**config.mk**
```make
export PLATFORM = sky130hd
export DESIGN_NAME = conv_kernel_seq
export DESIGN_NICKNAME = d
export VERILOG_FILES = /design/src/conv_kernel_seq.sv
export SDC_FILE = /design/constraint.sdc
export NUM_CORES = 1
export LEC_CHECK = 0
export BUFFER_PORTS_ARGS = -buffer_cell sky130_fd_sc_hd__buf_2
export CAP_MARGIN = 20
export CELL_PAD_IN_SITES_DETAIL_PLACEMENT = 1
export CELL_PAD_IN_SITES_GLOBAL_PLACEMENT = 1
export CORE_AREA = 2 2 39 41
export DETAILED_ROUTE_END_ITERATION = 10
export DIE_AREA = 0 0 41 43
export PLACE_DENSITY = 0.39
export SYNTH_ARGS = -nofsm -noshare
export SYNTH_HDL_FRONTEND = slang
export SYNTH_SLANG_ARGS = --single-unit
```
**constraint.sdc**
```tcl
create_clock -name clk -period 2 [get_ports clk]
set_input_delay 0.2 -clock clk [delete_from_list [all_inputs] [get_ports clk]]
set_output_delay 0.2 -clock clk [all_outputs]
set_load 0.02 [all_outputs]
```
**src/conv_kernel_seq.sv**
```systemverilog
`timescale 1ns/10ps
`default_nettype none

module conv_kernel_seq (
	input  logic       clk,
	input  logic       rst_n,
	input  logic       kern_clear,      // drop all kernels, wait for a new first one
	input  logic       kern_valid,
	output logic       kern_ready,
	input  logic [2:0] stage_swap,      // column stage k swaps its kernel
	output logic       roi_ready,
	output logic       kern_allow_last,
	output logic       load_pending,    // write the pending buffer
	output logic       init_load        // copy pending into every column
);

	logic wait_init; // no active kernel yet
	logic init_now;  // first kernel is copied this cycle
	logic pend_full; // pending buffer holds a kernel
	logic swap_busy; // stage 0 has swapped, stage 2 not yet

	// no windows until the first kernel is in the columns
	assign roi_ready = ~(wait_init | init_now);

	// buffer free when empty, during the initial wait, or as stage 2 takes it
	assign kern_ready = ~kern_clear & ~init_now
		& (~pend_full | wait_init | stage_swap[2]);

	assign load_pending = kern_valid & kern_ready;
	assign init_load    = init_now;

	// row end may pass only with a fresh kernel and no swap running
	assign kern_allow_last = pend_full & ~swap_busy;

	always_ff @(posedge clk or negedge rst_n)
	begin
		if (!rst_n)
			wait_init <= 1'b1;
		else if (kern_clear)
			wait_init <= 1'b1;
		else if (wait_init & kern_valid)
			wait_init <= 1'b0; // first kernel taken
	end

	always_ff @(posedge clk or negedge rst_n)
	begin
		if (!rst_n)
			init_now <= 1'b0;
		else
			init_now <= wait_init & kern_valid & ~kern_clear; // one cycle pulse
	end

	always_ff @(posedge clk or negedge rst_n)
	begin
		if (!rst_n)
			pend_full <= 1'b0;
		else if (kern_clear | init_now)
			pend_full <= 1'b0;       // initial kernel leaves the buffer
		else if (kern_ready)
			pend_full <= kern_valid; // refill or free after stage 2 swap
	end

	always_ff @(posedge clk or negedge rst_n)
	begin
		if (!rst_n)
			swap_busy <= 1'b0;
		else if (kern_clear)
			swap_busy <= 1'b0;
		else if (stage_swap[0] | stage_swap[2])
			swap_busy <= stage_swap[0]; // set at stage 0, clear at stage 2
	end

endmodule

`default_nettype wire

```
; Word level (Yosys, flattened, before mapping)
; Cells that the tools add are included.
[op_classes]
addsub = 0
mul = 0
n_div = 0
n_lt_le_gt_ge = 0
eq_ne = 0
n_shift = 0
mux = 6
bitwise_logic = 16
n_reduce_logical = 3
[ops]
columns = cell, n
row1 = $and A1 B1 Y1, 6
row2 = $mux W1, 6
row3 = $reduce_bool A2 Y1, 3
row4 = $not A1 Y1, 5
row5 = $or A1 B1 Y1, 5
[totals]
ff_bits = 4
latchBits = 0
ramBits = 0
mem_bits_ro = 0
output_inout_bits = 5
wordCells = 29
mem_count = 0

; Depth between registers and ports, before layout
[depth]
word_depth = 6
ltp_mapped = 2

; Worst setup path after synthesis
; No wires, ideal clock.
[synth_path]
kind = register -> output
start = register wait_init
end = output load_pending
arrival_ps = 1218
required_ps = 1800
path_slack_ps = 582
path_stages_with_launch = 3
path_buffers = 0
cell_sequence = dfstp_2 nor3b_2 nor4_1
[synth_via]
elab_chain_len = 4
[synth_rtl]
columns = item, line_no
row1 = "start, declared", 17  ; logic wait_init;
row2 = "start signal, assigned", 38  ; wait_init <= 1'b1;
row3 = "start signal, assigned", 40  ; wait_init <= 1'b1;
row4 = "start signal, assigned", 42  ; wait_init <= 1'b0;
row5 = $or A1 B1 Y1 (2 in series), 27  ; & (~pend_full | wait_init | stage_swap[2]);
row6 = $and A1 B1 Y1, 27
row7 = $and A1 B1 Y1, 29  ; assign load_pending = kern_valid & kern_ready;
row8 = "end, declared", 13  ; output logic load_pending,
; No other way between the ends.

; Worst setup path in the final report
; Same ends and word-level chain as after synthesis.

==> flow_metrics.py <==
metrics = {
    "timing": {
        "finalSetupTns_ns": 0,
        "setup_viol": 0,
        "max_clock_freq_ghz": 0.706,
        "slew_headroom": 0.845,
        "clock_skew_ns": 0.0117,
        "finalCritPeriodShare": 0.708,
        "final_hold_viol_count": 0,
        "min_period_ns": 1.42,
        "fin_ws_ns": 0.584,
        "grt_setup_unrepaired": "no",
        "worst_pin_slew_ns": 0.231,
        "hold-worst-slack_ns": 0.195,
        "maxSlewViolCount": 0,
    },
    "finish": {
        "layout-drive-gt1-share": 0.485,
        "fillCellCount": 172,
        "diodes": 0,
        "syn2layout_area_growth_pct": 58.6,
        "fin_nets": 41,
        "final_cells": 49,
    },
    "min_path": {
        "hold_depth": 3,
        "hold_start": "stage_swap[0]",
        "min_to": "swap_busy",
        "hp-class": "in2reg",
    },
    "worst_setup_path": {
        "rr_worst_depth": 2,
        "worstPathArrival_ns": 1.22,
        "cp-start-kind": "flop",
        "crit_type": "reg2out",
        "crit_required_ns": 1.80,
        "reg2reg_from": "wait_init",
        "r2r_slack_ns": 1.11,
        "crit_path_end_kind": "output port",
        "crit_fanout": 4,
        "reg2reg_to": "pend_full",
        "cp-startpoint": "wait_init",
    },
    "placement": {
        "dp_hpwl_um": 394,
        "numPortBuffers": 10,
        "dp_cells": 44,
        "post-place-ws_ns": 0.810,
        "gp_congestion": 0.718,
    },
    "clocking": {
        "cts_num_sinks": 4,
        "holdBufCountCts": 1,
        "cts_tree": "yes",
        "post_cts_resized": 0,
        "cts_made_buffers": 3,
        "post_cts_buffers": 0,
        "clk_path_buf_depth": 2,
        "cts_root_buffer": "clkbuf_4",
        "cts_htree_levels": 1,
        "clock_latency_ns": 0.24,
        "clkTransAtPathRegs_ns": 0.05,
    },
    "drt": {
        "drtIter0Drc": 0,
        "drt_pass1_iterations": 1,
        "vias": 181,
        "ant_nets": 0,
        "wl_um": 455,
        "vias_per_cell": 3.69,
        "drc": 0,
        "routedWlPerCell_um": 9.29,
    },
    "grt": {
        "overflow": 0,
        "antenna_found_initial": 0,
        "grt_usage": 0.0755,
        "grt_pass1_vias": 206,
        "grt_max_degree": 7,
        "grt_pass1_wl_um": 828,
    },
    "yosys": {
        "ys_seq_area_frac": 0.559,
        "yosys_warnings": 0,
        "avgSynthCellArea_um2": 10.1,
        "syn_inst": 18,
        "syn-num-nets": 25,
        "ys_ff_latch": 4,
        "syn_area_um2": 181,
        "ys_types": 13,
    },
    "floorplan": {
        "start_util": 0.131,
        "io_pins": 12,
        "die-area_um2": 1760,
        "core_um2": 1380,
        "die_h_um": 43,
        "row_count": 14,
        "die_w_um": 41,
    },
    "power": {
        "leakage_nw": 0.149,
        "irDropWorstVdd_mv": 0.215,
        "powerDensity_nw_per_um2": 824,
    },
    "outcome": {
        "outcome": "completed",
    },
    "job": {
        "cap_violations": 0,
    },
}
[registers in the layout, indices dropped and copies added, names as in the netlist]
register and count:
pend_full 1, init_load 1, swap_busy 1, wait_init 1
[report_power, final]
part / switching [mW] / internal, mW
clock network: 0.0354 / 0.0750
registers: 0.00411 / 0.0873
logic: 0.0198 / 0.0154
total: 0.0593 / 0.178
[through the flow]
step | power [mW] | instance area (µm²) | util
after floorplan | 0.110 | 181 | -
after global placement | 0.127 | 251 | 0.182
after detailed placement | 0.127 | 251 | 0.182
after CTS | 0.246 | 288 | 0.208
after global routing | 0.259 | 288 | 0.208
final | 0.237 | 288 | 0.208
[critical path: stages, from the launching register on]
cell	delay, ns
dfstp_2	0.56
nor3b_2	0.07
nor4_1	0.16
buf_2	0.21
[worst max-delay path by stage]
stage                              end  slack, ns  cells after the start
after floorplan           load_pending       0.58                      2
after global placement    load_pending       0.83                      3
final                     load_pending       0.58                      3
after global routing      load_pending       0.52                      3
after CTS                 load_pending       0.56                      3
after detailed placement  load_pending       0.81                      3
[kinds of logic after synthesis]
group	Yosys count	share of synthesized area
AOI/OAI and AO/OA	3	0.117
buffers and inverters	2	0.0414
DFF	4	0.559
and+or+nand+nor	9	0.283
[layout by cell type, fill, tap and decap left out]
master,n
clkbuf_1,1
dfrtp_1,3
clkbuf_4,3
dlygate4sd3_1,1
nor2b_1,1
nand2_1,1
a21o_2,1
nor3b_2,1
buf_2,10
nor2_1,3
a21oi_1,1
dfstp_2,1
nand2b_1,1
inv_1,2
o21a_1,1
nor4_1,1
nor3_1,1
[layout make-up]
type | count | area [µm²] | share of cell area
Sequential cell | 4 | 101 | 0.352
Multi-Input combinational cell | 12 | 72.6 | 0.252
Timing Repair Buffer | 11 | 60.1 | 0.209
Clock buffer | 4 | 26.3 | 0.0913
Tap cell | 16 | 20.0 | 0.0696
Inverter | 2 | 7.51 | 0.0261
[routing by layer]
metal,global-route usage,wire length [µm],vias to the layer above
li1,-,-,89
met1,0.0714,171,86
met2,0.109,244,6
met3,0.0785,39,0
met4,0.0200,0,0
met5,0,0,-
[synthesized netlist by cell type]
library cell / count / area (µm²)
o21a_1: 1 / 7.51
nor2b_1: 1 / 6.26
a21o_2: 1 / 8.76
nor3b_2: 1 / 12.5
nor4_1: 1 / 6.26
a21oi_1: 1 / 5.00
nor3_1: 1 / 5.00
dfrtp_1: 3 / 75.1
dfstp_2: 1 / 26.3
nor2_1: 3 / 11.3
nand2_1: 1 / 3.75
nand2b_1: 1 / 6.26
inv_1: 2 / 7.51
No activity file was read; power rests on OpenSTA's default activity.
