File: src/conv_pkg.sv
`default_nettype none

package conv_pkg;

	// pixel and coefficient width, fixed for the whole unit
	localparam int pix_w = 16;

	typedef logic signed [pix_w-1:0]   pix_t; // one pixel or one coefficient
	typedef logic signed [2*pix_w-1:0] res_t; // full width result

	// one feature column, row0 sits in the low bits
	typedef struct packed {
		pix_t row2;
		pix_t row1;
		pix_t row0;
	} col_t;

	// 3x3 region of interest, x is the column and y the row
	typedef struct packed {
		pix_t x3y3;
		pix_t x2y3;
		pix_t x1y3;
		pix_t x3y2;
		pix_t x2y2;
		pix_t x1y2;
		pix_t x3y1;
		pix_t x2y1;
		pix_t x1y1; // oldest column, top row
	} roi_t;

	// coefficients, laid out like roi_t
	typedef struct packed {
		pix_t x3y3;
		pix_t x2y3;
		pix_t x1y3;
		pix_t x3y2;
		pix_t x2y2;
		pix_t x1y2;
		pix_t x3y1;
		pix_t x2y1;
		pix_t x1y1;
	} kern_t;

	typedef enum logic {
		mode_1x1 = 1'b0, // centre tap only, both pads forced
		mode_3x3 = 1'b1
	} kern_mode_t;

	// window beat from the builder into the datapath
	typedef struct packed {
		roi_t roi;
		logic row_last; // last window of the row
	} roi_beat_t;

endpackage

`default_nettype wire
File: src/conv_window_gen.sv
`timescale 1ns/10ps
`default_nettype none

module conv_window_gen
	import conv_pkg::*;
(
	input  logic       clk,
	input  logic       rst_n,
	input  kern_mode_t mode,
	input  logic       pad_left,
	input  logic       pad_right,
	input  col_t       col_data,
	input  logic       col_last,        // last column of a row
	input  logic       col_final,       // row belongs to the last map row
	input  logic       col_valid,
	output logic       col_ready,
	input  logic       kern_allow_last, // next kernel already buffered
	input  logic       roi_ready,
	output roi_beat_t  roi,
	output logic       roi_valid
);

	// bit numbers of the one-hot position
	localparam int p_first  = 0;
	localparam int p_second = 1;
	localparam int p_steady = 2;
	localparam int p_rpad   = 3;

	logic [3:0] pos;      // column position, one-hot
	logic       need_lp;  // left zero column wanted
	logic       need_rp;  // right zero column wanted
	logic       last_ok;  // current column may close the row
	logic       col_fire;
	logic       pos_step;
	col_t       cur;      // current column
	col_t       prev1;    // one column back
	col_t       prev2;    // two columns back

	// 1x1 rides on the 3x3 window with both pads on
	assign need_lp = (mode == mode_1x1) | pad_left;
	assign need_rp = (mode == mode_1x1) | pad_right;

	// row end is held until a next kernel is waiting, unless the map ends here
	assign last_ok = ~col_last | col_final | kern_allow_last;

	assign col_ready = pos[p_first]                            // first column, no window yet
		| (pos[p_second] & (~need_lp | roi_ready))
		| (pos[p_steady] & roi_ready & last_ok);
	assign col_fire = col_valid & col_ready;

	assign roi_valid = (pos[p_second] & col_valid & need_lp) // left padded window
		| (pos[p_steady] & col_valid & last_ok)
		| (pos[p_rpad] & need_rp);                         // right padded window

	// zero column on the right side
	assign cur = pos[p_rpad] ? col_t'('0) : col_data;

	always_comb
	begin
		roi.roi.x1y1 = prev2.row0;
		roi.roi.x2y1 = prev1.row0;
		roi.roi.x3y1 = cur.row0;
		roi.roi.x1y2 = prev2.row1;
		roi.roi.x2y2 = prev1.row1;
		roi.roi.x3y2 = cur.row1;
		roi.roi.x1y3 = prev2.row2;
		roi.roi.x2y3 = prev1.row2;
		roi.roi.x3y3 = cur.row2;
		// with a right pad the pad window ends the row
		roi.row_last = need_rp ? pos[p_rpad] : col_last;
	end

	// first and second column always step, steady leaves on the row end
	assign pos_step = (col_fire & (pos[p_first] | pos[p_second]
			| (pos[p_steady] & col_last)))
		| (pos[p_rpad] & (~need_rp | roi_ready));

	always_ff @(posedge clk or negedge rst_n)
	begin
		if (!rst_n)
			pos <= 4'b0001;
		else if (pos_step)
			pos <= {pos[2:0], pos[3]}; // rotate, pad state wraps to first
	end

	// column history
	always_ff @(posedge clk)
	begin
		if (col_fire)
		begin
			prev1 <= cur;
			prev2 <= pos[p_first] ? col_t'('0) : prev1; // row start gives left zeros
		end
	end

endmodule

`default_nettype wire

File: config.mk
export PLATFORM = sky130hd
export DESIGN_NAME = conv_window_gen
export DESIGN_NICKNAME = d
export VERILOG_FILES = /design/src/conv_pkg.sv /design/src/conv_window_gen.sv
export SDC_FILE = /design/constraint.sdc
export NUM_CORES = 1
export LEC_CHECK = 0
export ABC_AREA = 0
export BUFFER_PORTS_ARGS = -buffer_cell sky130_fd_sc_hd__buf_2
export CAP_MARGIN = 20
export CORE_UTILIZATION = 40
export CTS_CLUSTER_DIAMETER = 50
export DETAILED_ROUTE_END_ITERATION = 10
export GPL_TIMING_DRIVEN = 0
export HOLD_SLACK_MARGIN = 0.02
export MAX_ROUTING_LAYER = met4
export PLACE_DENSITY = 0.73
export SETUP_SLACK_MARGIN = 0.15
export SLEW_MARGIN = 20
export SYNTH_ARGS = -nofsm -noshare
export SYNTH_HDL_FRONTEND = slang
export SYNTH_SLANG_ARGS = --single-unit
File: constraint.sdc
create_clock -name clk -period 8.8 [get_ports clk]
set_clock_uncertainty 0.1 [all_clocks]
set_input_delay 0.88 -clock clk [delete_from_list [all_inputs] [get_ports clk]]
set_output_delay 0.88 -clock clk [all_outputs]
set_load 0.1 [all_outputs]
=== Word-level counts from Yosys, hierarchy flattened ===
Index checks and enable logic that the tools add are counted.

* Logic and storage cells: 38
* Bits of input ports: 58
* Output and inout bits: 147
* Flip-flop bits (word level): 100

* Muxes and demuxes: 2
* Bitwise operators: 29

{| class="wikitable"
|+ Operator list
! cell !! number
|-
| $mux W48 || 1
|-
| $or A1 B1 Y1 || 13
|-
| $and A1 B1 Y1 || 12
|-
| $not A1 Y1 || 4
|-
| $mux W1 || 1
|}

=== Depth between registers and ports, before layout ===
* Word-level depth: 10
* Mapped depth: 4
* Mapped depth without buffers: 4

=== Least setup slack after synthesis ===
No wires, ideal clock.

* Path kind: input port to flip-flop
* Start: input pad_left
* End: register prev2, in the netlist roi[100], enable pin
* Path buffers: 0
* Data required time: 8.235 ns
* Setup slack: 3.837 ns
* Data arrival time: 4.398 ns
* Stages on the path: 4
* Path through: nand3b_1 > nand2_1 > a21boi_2 > and2_1

* Longest elaborated chain between the ends: 7

{| class="wikitable"
|+ RTL lines
! item !! line !! RTL
|-
| start, declared || conv_window_gen.sv:10 || <nowiki>input logic pad_left,</nowiki>
|-
| $or A1 B1 Y1 || conv_window_gen.sv:40 || <nowiki>assign need_lp = (mode == mode_1x1) | pad_left;</nowiki>
|-
| $not A1 Y1 || conv_window_gen.sv:47 || <nowiki>| (pos[p_second] & (~need_lp | roi_ready))</nowiki>
|-
| $or A1 B1 Y1 || conv_window_gen.sv:47 ||
|-
| $and A1 B1 Y1 || conv_window_gen.sv:47 ||
|-
| $or A1 B1 Y1 || conv_window_gen.sv:47 ||
|-
| $or A1 B1 Y1 || conv_window_gen.sv:48 || <nowiki>| (pos[p_steady] & roi_ready & last_ok);</nowiki>
|-
| via col_ready || conv_window_gen.sv:16 || <nowiki>output logic col_ready,</nowiki>
|-
| $and A1 B1 Y1 || conv_window_gen.sv:49 || <nowiki>assign col_fire = col_valid & col_ready;</nowiki>
|-
| via col_fire || conv_window_gen.sv:33 || <nowiki>logic col_fire;</nowiki>
|-
| end signal, assigned || conv_window_gen.sv:92 || <nowiki>prev2 <= pos[p_first] ? col_t'('0) : prev1;</nowiki>
|-
| end, declared || conv_window_gen.sv:37 || <nowiki>col_t prev2;</nowiki>
|}

The timed path passes the listed nets, and every way through them passes these cells.
A chain may end at the register's enable or synchronous reset.

=== Worst setup path in the final report ===
* Start: input mode
* End: output roi_valid

* Longest elaborated chain between the ends: 5

{| class="wikitable"
|+ RTL lines
! item !! line !! RTL
|-
| start, declared || conv_window_gen.sv:9 || <nowiki>input kern_mode_t mode,</nowiki>
|-
| $not A1 Y1 (*) || conv_window_gen.sv:40, conv_window_gen.sv:41 ||
|-
| $or A1 B1 Y1 || conv_window_gen.sv:40 ||
|-
| $and A1 B1 Y1 || conv_window_gen.sv:51 || <nowiki>assign roi_valid = (pos[p_second] & col_valid & need_lp)</nowiki>
|-
| $or A1 B1 Y1 || conv_window_gen.sv:52 || <nowiki>| (pos[p_steady] & col_valid & last_ok)</nowiki>
|-
| $or A1 B1 Y1 (*) || conv_window_gen.sv:53 || <nowiki>| (pos[p_rpad] & need_rp);</nowiki>
|-
| end, declared || conv_window_gen.sv:20 || <nowiki>output logic roi_valid</nowiki>
|}

Mark *: on every way between the ends. The rest lies on a longest branch, timed or not.

==> metrics.md <==
| Metric | Value |
|---|---|
| Hold Fails Final Rpt | 0 |
| DP Worst Slack | 5.88 ns |
| Cell area power density | 304 nW/um2 |
| ANT nets after route | 0 |
| # nets final | 512 |
| Design Power | 0.00159 W |
| Met3 usage | 0.0216 |
| Leak | 2.21 nW |
| Via count | 2650 |
| Worst EP required | 7.82 ns |
| Worst r2r dst | roi[58] |
| Reg2Reg Setup Slack | 6.46 ns |
| Setup crit end | roi_valid |
| Fillers | 797 |
| Crit end category | primary output |
| Syn Area/Cell | 16.1 um2 |
| Number of setup violations in the final report | 0 |
| Initial DRC count | 73 |
| Fin crit period | 2.92 ns |
| DPL Wire Length | 6330 um |
| CP Buf/Inv Count | 2 |
| Status | finished clean |
| Startpoint Class | input pin |
| Routed wire length per instance | 14.5 um |
| Sequential-to-total area share from yosys stat | 0.777 |
| Core Region | 9280 um2 |
| R2r worst-path depth | 5 |
| CTS tree | done |
| Num rows | 35 |
| DRC violation count after routing | 0 |
| Hold crit path type | input pin to asynchronous set/reset pin |
| Worst-path clk slew | 0.10 ns |
| FF+latch count, synth | 100 |
| Cell mode on critical path | buf_2 |
| Placed insts | 572 |
| Ports | 205 |
| Crit path from | mode |
| GRT Residual Overflow | 0 |
| Final GP Congestion | 0.835 |
| CTS buffer count | 9 |
| Slowest stage delay, CP | 0.44 ns |
| Non-Filler Instances | 588 |
| Critical path data arrival time | 1.94 ns |
| Via-to-Cell Ratio | 4.51 |
| Total track usage | 0.168 |
| Full die area | 10000 um2 |
| Dpl cell area | 5050 um2 |
| Die height | 100 um |
| Setup CP Type | input pin to primary output |
| Fin area | 5250 um2 |
| Total negative slack | 0 ns |
| R2r startpoint | pos[0] |
| Worst skew pair latency | 0.35 ns |
| # diodes | 0 |
| Most used routing layer | met2 |
| Layout cells sized above 1 | 0.499 |
| Width of the die | 100 um |
| Maximum VDD drop | 0.167 mV |
| Slew @ Worst Pin | 0.618 ns |
| Hold buffers post-CTS | 0 |
| Sw Pwr | 0.000775 W |
| Crit share post-route | 0.332 |
| Met1 GRT Util | 0.193 |
| Synth cell types | 27 |
| CTS root buf | clkbuf_8 |
| Switch share | 0.486 |
| PostCTS Resize Cnt | 0 |
| Pint | 0.000818 W |
| Antenna violations before repair | 0 |
| Syn Std Cell Area | 3840 um2 |
| Final worst slack | 5.88 ns |
| CTS Sinks | 100 |
| CTS max path bufs | 2 |
| Yosys warns | 0 |
| Port bufs | 204 |
| Seq pwr share | 0.387 |
| Clock power share | 0.181 |
| Rel. slew slack | 0.588 |
| Max-cap violations | 0 |
| Vias in the first global route | 2441 |
| First-pass GRT wire length | 12100 um |
| Crit-path max FO | 3 |
| Fmax | 0.342 GHz |
| GR Layer Usage met2 | 0.297 |
| Post-CTS setup buffer count | 0 |
| Unrepaired setup endpoints after global routing | false |
| Syn nets | 296 |
| Largest net degree at the start of global routing | 53 |
| CP max-delay cell | buf_2 |
| Drt pass-1 iters | 4 |
| Final Max Tran Viols | 0 |
| H-tree depth | 3 |
| CP Cell Sequence | buf_2 -> nor2b_1 -> nand2b_1 -> a21o_1 -> o21ai_0 -> buf_2 |
| Starting Density | 0.414 |
| Post-Synthesis Cells | 238 |
| Comb pwr share | 0.432 |
| Cell depth of the worst setup path | 6 |
| CP top delay family | buffers and inverters |
| Final WL | 8510 um |
| Layout Area Growth over Synthesis | 36.5% |
-- cell usage after synthesis (all sizes together) --
cell	count	area, um2
o31ai	1	7.51
nor3	1	5.00
o21ai	4	23.8
nand2	5	18.8
clkbuf	10	38.8
and2	1	6.26
o211ai	1	7.51
nor2b	98	621
nor2	2	12.5
a221oi	1	15.0
inv	4	15.0
a21boi	2	18.8
nand3	1	5.00
o22a	1	8.76
dfrtp	3	75.1
edfxtp	96	2880
a311oi	1	8.76
a21o	1	7.51
o2bb2ai	1	8.76
nand3b	1	7.51
mux2	1	15.0
nand2b	1	6.26
dfstp	1	26.3
-- cell families after synthesis --
family | after synthesis | synth area share
AOI/OAI and AO/OA | 13 | 0.0277
and+or+nand+nor | 110 | 0.178
buffers and inverters | 14 | 0.0140
muxes | 1 | 0.00391
DFF | 100 | 0.777
-- power groups by stage --
stage | Combinational, W | Clock (W) | Sequential [W]
3_3_place_gp | 0.000680 | 0 | 0.000634
2_1_floorplan | 0.000288 | 0 | 0.000925
6_report | 0.000688 | 0.000288 | 0.000617
5_1_grt | 0.000710 | 0.000314 | 0.000622
4_1_cts | 0.000692 | 0.000297 | 0.000618
3_5_place_dp | 0.000692 | 0 | 0.000628
-- cell usage in the layout (no fill, tap or decap), types with 2 or more instances in the layout --
cell	Yosys	routed
buf_2	0	204
clkbuf_1	9	10
clkbuf_8	0	9
dfrtp_1	3	3
edfxtp_1	96	96
inv_1	4	4
nand2_1	5	5
nor2_2	2	2
nor2b_1	97	97
o21ai_0	3	3
-- registers in the layout (all words and copies together) (netlist names) --
register	cells
pos	4
roi	96
-- per-stage QoR --
step / util / hold WS (ns)
floorplan: - / 0.405
global placement: 0.541 / 0.439
detailed placement: 0.544 / 0.445
CTS: 0.565 / 0.194
global route: 0.565 / 0.202
finish: 0.565 / 0.209
-- worst register-to-register path, cell delays in order, from the launching register on --
cell and delay, ns:
dfstp_2 0.65, nor2_2 0.07, nand2_1 0.11, a21boi_2 0.19
and2_4 0.56, buf_16 0.32
-- metal layers --
metal / part of all wire / up-vias
li1: - / 1264
met4: 0.016 / 0
met2: 0.52 / 107
met1: 0.42 / 1267
met3: 0.049 / 12
met5: 0 / -
-- worst min-delay path by stage --
stage	endpoint	start	slack, ns
finish	pos[2]	rst_n	0.21
global route	pos[2]	rst_n	0.20
CTS	pos[2]	rst_n	0.19
detailed placement	roi[105]	roi[121]	0.44
global placement	roi[16]	roi[32]	0.44
floorplan	pos[3]	pos[2]	0.40
-- area by class of cell --
class	instances	area, um2	area share
Buffer	10	38.8	0.00740
Clock buffer	10	128	0.0243
Clock inverter	6	63.8	0.0122
Inverter	4	15.0	0.00286
Multi-Input combinational cell	124	806	0.154
Sequential cell	100	2980	0.569
Tap cell	129	161	0.0308
Timing Repair Buffer	205	1050	0.200
No activity file was read; power rests on OpenSTA's default activity.
